### src/hdl/snake_consts.svh
`ifndef SNAKE_CONSTS_SVH
`define SNAKE_CONSTS_SVH

// ----------------------------------------------------------------------
// Playfield geometry
// ----------------------------------------------------------------------
`define GRID_W 16           // Cells per row.
`define GRID_H 12           // Rows per frame.
`define COORD_W 4           // Bits per cell coordinate.

// ----------------------------------------------------------------------
// Snake limits
// ----------------------------------------------------------------------
`define SNAKE_MAX_LEN 16    // Segment registers available.
`define START_X 7           // Head column after reset.
`define START_Y 5           // Head row after reset.

`endif

### src/hdl/snake_pkg.sv
package snake_pkg;

    // Object code held per cell in the frame memory.
    typedef enum logic [2:0] {
        blank      = 3'd0,
        snake_head = 3'd1,
        snake_body = 3'd2,
        apple_c    = 3'd3,
        border_c   = 3'd4
    } obj_code_t;

    // Heading of the snake head.
    typedef enum logic [1:0] {
        dir_up    = 2'd0,   // Row decreases.
        dir_down  = 2'd1,   // Row increases.
        dir_left  = 2'd2,   // Column decreases.
        dir_right = 2'd3    // Column increases.
    } dir_t;

endpackage

### src/hdl/cell_probe_if.sv
`include "snake_consts.svh"

interface cell_probe_if;

    logic [`COORD_W-1:0] x;         // Cell column under the scan.
    logic [`COORD_W-1:0] y;         // Cell row under the scan.
    logic active;                   // Scan is running this cycle.
    logic occupied;                 // Source claims the cell.
    snake_pkg::obj_code_t kind;     // What the source puts there.

    // Scan side asks about one cell per cycle.
    modport tracker (
        output x, y, active,
        input  occupied, kind
    );

    // Object side answers from its current state, same cycle.
    modport source (
        input  x, y, active,
        output occupied, kind
    );

endinterface

### src/hdl/apple_spot.sv
`include "snake_consts.svh"

module apple_spot (
    input  logic                clk,
    input  logic                nrst,
    input  logic                apple_load,
    input  logic                apple_clear,
    input  logic [`COORD_W-1:0] apple_x,
    input  logic [`COORD_W-1:0] apple_y,
    cell_probe_if.source        probe
);

    logic [`COORD_W-1:0] pos_x;
    logic [`COORD_W-1:0] pos_y;
    logic                valid;
    logic                match;

    // ----------------------------------------------------------------------
    // Apple state
    // ----------------------------------------------------------------------
    always_ff @(posedge clk or negedge nrst) begin
        if (!nrst) begin
            valid <= 1'b0;
        end else if (apple_clear) begin
            valid <= 1'b0;          // Clear beats load.
        end else if (apple_load) begin
            valid <= 1'b1;
        end
    end

    always_ff @(posedge clk) begin
        if (apple_load) begin
            pos_x <= apple_x;
            pos_y <= apple_y;
        end
    end

    // ----------------------------------------------------------------------
    // Occupancy answer
    // ----------------------------------------------------------------------
    assign match = (pos_x == probe.x) && (pos_y == probe.y);

    always_comb begin
        probe.occupied = probe.active && valid && match;
        probe.kind     = probe.occupied ? snake_pkg::apple_c : snake_pkg::blank;
    end

    // Loader outside must never place the apple on the border.
    a_apple_inside: assert property (
        @(posedge clk) disable iff (!nrst)
        valid |-> (pos_x != 0) && (pos_x != `COORD_W'(`GRID_W - 1)) &&
                  (pos_y != 0) && (pos_y != `COORD_W'(`GRID_H - 1))
    );

endmodule

### src/hdl/frame_tracker.sv
`include "snake_consts.svh"

module frame_tracker (
    input  logic                  clk,
    input  logic                  nrst,
    input  logic                  enable,
    cell_probe_if.tracker         snake_probe,
    cell_probe_if.tracker         apple_probe,
    input  logic [`COORD_W-1:0]   rd_x,
    input  logic [`COORD_W-1:0]   rd_y,
    output snake_pkg::obj_code_t  rd_code,
    output logic [`COORD_W-1:0]   x,
    output logic [`COORD_W-1:0]   y,
    output logic                  diff,
    output logic                  frame_done
);

    localparam int CELLS  = `GRID_W * `GRID_H;
    localparam int ADDR_W = $clog2(CELLS);
    localparam logic [`COORD_W-1:0] X_LAST = `COORD_W'(`GRID_W - 1);
    localparam logic [`COORD_W-1:0] Y_LAST = `COORD_W'(`GRID_H - 1);

    snake_pkg::obj_code_t mem [CELLS];
    snake_pkg::obj_code_t code;
    logic [`COORD_W-1:0]  x_q;
    logic [`COORD_W-1:0]  y_q;
    logic [ADDR_W-1:0]    addr;
    logic [ADDR_W-1:0]    rd_addr;
    logic                 on_border;

    // ----------------------------------------------------------------------
    // Raster scan, x fastest
    // ----------------------------------------------------------------------
    always_ff @(posedge clk or negedge nrst) begin
        if (!nrst) begin
            x_q <= '0;
            y_q <= '0;
        end else if (enable) begin
            if (x_q == X_LAST) begin
                x_q <= '0;
                y_q <= (y_q == Y_LAST) ? '0 : y_q + 1'b1;
            end else begin
                x_q <= x_q + 1'b1;
            end
        end
    end

    assign snake_probe.x      = x_q;
    assign snake_probe.y      = y_q;
    assign snake_probe.active = enable;
    assign apple_probe.x      = x_q;
    assign apple_probe.y      = y_q;
    assign apple_probe.active = enable;

    // ----------------------------------------------------------------------
    // Priority merge
    // ----------------------------------------------------------------------
    assign on_border = (x_q == 0) || (x_q == X_LAST) || (y_q == 0) || (y_q == Y_LAST);

    always_comb begin
        if (on_border) begin
            code = snake_pkg::border_c;
        end else if (snake_probe.occupied) begin
            code = snake_probe.kind;       // Head or body, decided by the snake.
        end else if (apple_probe.occupied) begin
            code = apple_probe.kind;
        end else begin
            code = snake_pkg::blank;
        end
    end

    // ----------------------------------------------------------------------
    // Frame memory
    // ----------------------------------------------------------------------
    assign addr    = ADDR_W'(y_q) * ADDR_W'(`GRID_W) + ADDR_W'(x_q);
    assign rd_addr = ADDR_W'(rd_y) * ADDR_W'(`GRID_W) + ADDR_W'(rd_x);

    always_ff @(posedge clk or negedge nrst) begin
        if (!nrst) begin
            for (int i = 0; i < CELLS; i++) begin
                mem[i] <= snake_pkg::blank;
            end
        end else if (enable) begin
            mem[addr] <= code;
        end
    end

    // Rows past the grid read as blank.
    assign rd_code = (rd_y < `COORD_W'(`GRID_H)) ? mem[rd_addr] : snake_pkg::blank;

    assign diff       = enable && (code != mem[addr]);
    assign frame_done = enable && (x_q == X_LAST) && (y_q == Y_LAST);
    assign x          = x_q;
    assign y          = y_q;

    // Scan parks on its cell while idle.
    a_idle_hold: assert property (
        @(posedge clk) disable iff (!nrst)
        !enable |=> $stable(x_q) && $stable(y_q)
    );

    a_scan_grid: assert property (
        @(posedge clk) disable iff (!nrst) y_q < `COORD_W'(`GRID_H)
    );

endmodule

### src/hdl/snake_body.sv
`include "snake_consts.svh"

module snake_body (
    input  logic              clk,
    input  logic              nrst,
    input  logic              step,
    input  logic              grow,
    input  snake_pkg::dir_t   dir,
    cell_probe_if.source      probe
);

    localparam int MAX_LEN = `SNAKE_MAX_LEN;
    localparam int LEN_W   = $clog2(MAX_LEN + 1);
    localparam logic [`COORD_W-1:0] X_MAX = `COORD_W'(`GRID_W - 2);
    localparam logic [`COORD_W-1:0] Y_MAX = `COORD_W'(`GRID_H - 2);

    logic [`COORD_W-1:0] seg_x [MAX_LEN];   // Index 0 is the head.
    logic [`COORD_W-1:0] seg_y [MAX_LEN];
    logic [LEN_W-1:0]    len;
    logic [`COORD_W-1:0] next_x;
    logic [`COORD_W-1:0] next_y;
    logic [MAX_LEN-1:0]  hit;

    // ----------------------------------------------------------------------
    // Head movement with wrap inside the border
    // ----------------------------------------------------------------------
    always_comb begin
        next_x = seg_x[0];
        next_y = seg_y[0];
        case (dir)
            snake_pkg::dir_up:    next_y = (seg_y[0] == 1) ? Y_MAX : seg_y[0] - 1'b1;
            snake_pkg::dir_down:  next_y = (seg_y[0] == Y_MAX) ? `COORD_W'(1) : seg_y[0] + 1'b1;
            snake_pkg::dir_left:  next_x = (seg_x[0] == 1) ? X_MAX : seg_x[0] - 1'b1;
            snake_pkg::dir_right: next_x = (seg_x[0] == X_MAX) ? `COORD_W'(1) : seg_x[0] + 1'b1;
            default: ;
        endcase
    end

    always_ff @(posedge clk or negedge nrst) begin
        if (!nrst) begin
            for (int i = 0; i < MAX_LEN; i++) begin
                // First three segments trail to the left of the start cell.
                seg_x[i] <= (i < 3) ? `COORD_W'(`START_X - i) : `COORD_W'(`START_X);
                seg_y[i] <= `COORD_W'(`START_Y);
            end
            len <= LEN_W'(3);
        end else if (step) begin
            seg_x[0] <= next_x;
            seg_y[0] <= next_y;
            for (int i = 1; i < MAX_LEN; i++) begin
                seg_x[i] <= seg_x[i-1];   // Follow the predecessor.
                seg_y[i] <= seg_y[i-1];
            end
            if (grow && (len < LEN_W'(MAX_LEN))) begin
                len <= len + 1'b1;        // Old tail becomes live.
            end
        end
    end

    // ----------------------------------------------------------------------
    // Occupancy answer for the probed cell
    // ----------------------------------------------------------------------
    always_comb begin
        for (int i = 0; i < MAX_LEN; i++) begin
            hit[i] = (LEN_W'(i) < len) && (seg_x[i] == probe.x) && (seg_y[i] == probe.y);
        end
    end

    always_comb begin
        probe.occupied = probe.active && (|hit);
        if (!probe.occupied) begin
            probe.kind = snake_pkg::blank;
        end else if (hit[0]) begin
            probe.kind = snake_pkg::snake_head;   // Head wins over overlap.
        end else begin
            probe.kind = snake_pkg::snake_body;
        end
    end

    a_len_max: assert property (
        @(posedge clk) disable iff (!nrst) len <= LEN_W'(MAX_LEN)
    );

    // Wrap logic must keep the head off every edge cell.
    a_head_inside: assert property (
        @(posedge clk) disable iff (!nrst)
        (seg_x[0] != 0) && (seg_x[0] != `COORD_W'(`GRID_W - 1)) &&
        (seg_y[0] != 0) && (seg_y[0] != `COORD_W'(`GRID_H - 1))
    );

endmodule

### src/hdl/snake_frame_top.sv
`include "snake_consts.svh"

module snake_frame_top (
    input  logic                  clk,
    input  logic                  nrst,
    input  logic                  enable,
    input  logic                  step,
    input  logic                  grow,
    input  snake_pkg::dir_t       dir,
    input  logic                  apple_load,
    input  logic                  apple_clear,
    input  logic [`COORD_W-1:0]   apple_x,
    input  logic [`COORD_W-1:0]   apple_y,
    input  logic [`COORD_W-1:0]   rd_x,
    input  logic [`COORD_W-1:0]   rd_y,
    output snake_pkg::obj_code_t  rd_code,
    output logic [`COORD_W-1:0]   x,
    output logic [`COORD_W-1:0]   y,
    output logic                  diff,
    output logic                  frame_done
);

    cell_probe_if snake_probe ();
    cell_probe_if apple_probe ();

    snake_body u_snake_body (
        .clk   (clk),
        .nrst  (nrst),
        .step  (step),
        .grow  (grow),
        .dir   (dir),
        .probe (snake_probe.source)
    );

    apple_spot u_apple_spot (
        .clk         (clk),
        .nrst        (nrst),
        .apple_load  (apple_load),
        .apple_clear (apple_clear),
        .apple_x     (apple_x),
        .apple_y     (apple_y),
        .probe       (apple_probe.source)
    );

    // Scan and frame store.
    frame_tracker u_frame_tracker (
        .clk         (clk),
        .nrst        (nrst),
        .enable      (enable),
        .snake_probe (snake_probe.tracker),
        .apple_probe (apple_probe.tracker),
        .rd_x        (rd_x),
        .rd_y        (rd_y),
        .rd_code     (rd_code),
        .x           (x),
        .y           (y),
        .diff        (diff),
        .frame_done  (frame_done)
    );

endmodule

### config.mk
export PLATFORM = sky130hd
export DESIGN_NAME = snake_frame_top
export DESIGN_NICKNAME = d
export VERILOG_FILES = /design/src/hdl/snake_pkg.sv /design/src/hdl/cell_probe_if.sv /design/src/hdl/apple_spot.sv /design/src/hdl/frame_tracker.sv /design/src/hdl/snake_body.sv /design/src/hdl/snake_frame_top.sv
export VERILOG_INCLUDE_DIRS = /design/src /design/src/hdl
export SDC_FILE = /design/constraint.sdc
export NUM_CORES = 2
export LEC_CHECK = 0
export BUFFER_PORTS_ARGS = -buffer_cell sky130_fd_sc_hd__buf_4
export CORE_ASPECT_RATIO = 1.2
export CORE_MARGIN = 2
export CORE_UTILIZATION = 50
export CTS_CLUSTER_DIAMETER = 40
export DETAILED_ROUTE_END_ITERATION = 10
export PLACE_DENSITY = 0.65
export SYNTH_ARGS = -nofsm -noshare
export SYNTH_HDL_FRONTEND = slang
export SYNTH_HIERARCHICAL = 1
export SYNTH_SLANG_ARGS = --single-unit
### constraint.sdc
create_clock -name clk -period 4.8 [get_ports clk]
set_input_delay 0.48 -clock clk [delete_from_list [all_inputs] [get_ports clk]]
set_output_delay 0.48 -clock clk [all_outputs]
set_load 0.01 [all_outputs]
==> results.py <==
metrics = {
    "status": {
        "status": "finished clean",
    },
    "detailed_routing": {
        "route.vias.total": 27230,
        "drt-pass1-iter-count": 8,
        "drt_wl_total_um": 113000,
        "detail-route-antenna-nets": 0,
        "drc": 0,
        "drt_iter0_drc": 2771,
        "avgRoutedWirePerCell_um": 26.2,
        "via_per_inst": 6.32,
    },
    "floorplan": {
        "initial_core_util": 0.506,
        "die-area_um2": 78400,
        "num_io_pins": 38,
        "die_w_um": 256,
        "coreArea_um2": 75300,
        "die_y_um": 306,
        "rows": 110,
    },
    "sta": {
        "hold_viol": 0,
        "rsz0062_at_grt": "no",
        "timing.final.ws_setup_ns": 0.0577,
        "fin_skew_ns": 0.0317,
        "finalMaxSlewViolations": 0,
        "fin_crit_sh": 0.988,
        "max_freq_mhz": 211,
        "slew_headroom": 0.257,
        "fin_crit_ns": 4.74,
        "setup_tns_ns": 0,
        "setup_viol": 0,
        "worstMarginPinSlew_ns": 1.11,
        "holdWs_ns": 0.108,
    },
    "worst_setup_path": {
        "setup.worst_path.end_class": "output pin",
        "cp_data_required_time_ns": 4.32,
        "crit_arrival_ns": 4.26,
        "path_max_fanout": 42,
        "cp-start-kind": "flip-flop",
        "path_class": "reg -> out",
    },
    "finish": {
        "drive_above_1_share": 0.282,
        "final_cell_mix": "629 x dfrtp_1, 524 x nand2_1, 373 x o21ai_0, 302 x mux4_2, 171 x mux2_2",
        "layout.cells.non_filler": 4308,
        "syn_to_final_growth_pct": 14.0,
        "fin_area_um2": 43400,
        "nets": 3252,
        "final_common_cell": "dfrtp_1",
        "utilization": 0.577,
    },
    "global_routing": {
        "grt_max_degree": 141,
        "grt_pass1_wl_um": 174000,
        "grt_pass1_vias": 27909,
        "track_usage": 0.292,
        "grt_antenna_before_repair": 3,
        "overflow": 0,
    },
    "placement": {
        "post-place-cells": 4100,
        "pre_cts_ws_ns": 0.240,
        "gp_congestion": 0.924,
        "io_buffers": 37,
        "dpl.hpwl_um": 76300,
        "post_dp_cell_area_um2": 39500,
    },
    "synthesis": {
        "synth-edff-count": 8,
        "yosys.area.top_type": "dfrtp_1",
        "synth_area_per_cell_um2": 11.9,
        "syn_nets": 3246,
        "async_flop_share": 0.989,
        "syn_inst": 3204,
        "ys_seq_area_frac": 0.481,
        "synthTopCellsByArea": "dfrtp_1 42%, mux4_2 18%, dfstp_2 5.5%",
        "synth_top_area_share": 0.419,
        "synthFlopType": "dfrtp_1",
        "synth.distinct_cells": 71,
        "syn_area_um2": 38100,
        "ys.warnings.count": 6,
        "synth_seq_cells": 726,
    },
    "worst_hold_path": {
        "hold_class": "in -> reg",
    },
    "clock_network": {
        "ctsRootBufferMaster": "clkbuf_16",
        "worstSkewPairLatency_ns": 0.68,
        "htree_num_levels": 3,
        "cts.clk_slew.worst_paths_ns": 0.06,
        "cts_inserted_buffers": 103,
        "numClockSinks": 726,
        "clk_path_buf_depth": 3,
        "cts_tree": "built",
    },
    "power_and_ir_drop": {
        "cellPowerDensity_nw_per_um2": 544,
        "ir_worst_vdd_v": 0.000463,
        "p_leak_nw": 18.3,
        "p_total_mw": 23.6,
    },
    "flow_run": {
        "cap_violations": 0,
    },
}
## cell type report
| cell class | instances | area [µm²] |
|---|---|---|
| diodes | 1 | 2.50 |
| clock buffers | 123 | 2780 |
| clock inverters | 71 | 910 |
| fillers | 6003 | 31900 |
| inverters | 12 | 48.8 |
| multi-input cells | 2226 | 18700 |
| flip-flops and latches | 726 | 18300 |
| well taps | 1008 | 1260 |
| repair buffers | 141 | 1430 |
## logic make-up (layout without fill, tap and decap cells)
kind of cell	count (synthesis)	count (layout)	synth area share
DFF	726	726	0.481
muxes	548	548	0.252
AOI/OAI and AO/OA	533	533	0.0790
other	2	3	0.000197
xor gates and xnor gates	144	144	0.0331
adders and majority gates	17	17	0.00558
buffers and inverters	252	347	0.0325
and+or+nand+nor	982	982	0.117
## repair_timing
item / in CTS / in global routing
endpoints found under the setup margin: 1 / 1
pin swaps: 0 / 1
setup buffers: 1 / 2
cloned: 0 / 0
hold endpoints to repair: 89 / 0
hold buffers: 10 / 0
gates resized for setup: 3 / 12
## routing by layer
metal / wire length [µm] / share of wire / GRT usage / vias up
met5: 9 / 0.000080 / 0 / -
met4: 6690 / 0.059 / 0.161 / 2
met3: 8190 / 0.073 / 0.0516 / 364
met2: 54400 / 0.48 / 0.474 / 1245
met1: 43400 / 0.39 / 0.376 / 13988
li1: - / - / - / 11631
## where the power goes
group | switching [mW] | internal (mW) | total, mW | leakage [nW]
logic | 4.21 | 2.93 | 7.14 | 6.84
registers | 1.14 | 7.29 | 8.43 | 9.69
clock network | 3.06 | 4.98 | 8.04 | 1.80
total | 8.41 | 15.2 | 23.6 | 18.3
## final timing paths
| kind | startpoint | to | slack, ns | depth (start not counted) |
|---|---|---|---|---|
| worst max-delay path | u_frame_tracker/apple_probe.x[2] | diff | 0.06 | 10 |
| worst min-delay path | apple_load | u_apple_spot/pos_y[1] | 0.11 | 1 |
| worst max register to register | u_frame_tracker/apple_probe.x[0] | u_frame_tracker/mem[164] | 0.94 | 10 |
| worst min register to register | u_frame_tracker/mem[545] | u_frame_tracker/mem[545] | 0.49 | 1 |
| max in group asynchronous | nrst | u_frame_tracker/mem[195] | 3.02 | 3 |
| min in group asynchronous | nrst | u_snake_body/seg_y[51] | 0.52 | 2 |
## sequential cells by signal, summed over array words and instances (netlist names)
signal / flops
u_frame_tracker/apple_probe.y: 4
u_snake_body/len: 5
u_apple_spot/pos_y: 4
u_snake_body/seg_y: 64
u_apple_spot/pos_x: 4
u_frame_tracker/mem: 576
u_apple_spot/valid: 1
u_frame_tracker/apple_probe.x: 4
u_snake_body/seg_x: 64
## synth_stat cells (34+ instances only)
| cell type | count |
|---|---|
| a21oi_1 | 44 |
| dfstp_2 | 80 |
| nand2_1 | 524 |
| clkbuf_1 | 132 |
| nor2b_1 | 79 |
| o21ai_0 | 373 |
| buf_2 | 46 |
| mux4_2 | 302 |
| xnor2_1 | 81 |
| mux2i_1 | 68 |
| nor2_1 | 127 |
| nand3_1 | 58 |
| or2_2 | 34 |
| and2_1 | 54 |
| buf_4 | 44 |
| xor2_1 | 63 |
| mux2_2 | 171 |
| dfrtp_1 | 638 |
| a22oi_1 | 45 |
## worst max-delay path, stage by stage, from the launching register on
cell and delay [ns]:
dfrtp_2 0.41, buf_4 0.60, nor2b_1 0.23, buf_4 0.26, a22oi_1 0.26, a21oi_1 0.14, o21ai_0 0.68, nand4_1 0.22
xnor2_1 0.17, o31a_1 0.40, buf_4 0.19
Power figures use the tool's default switching activity.
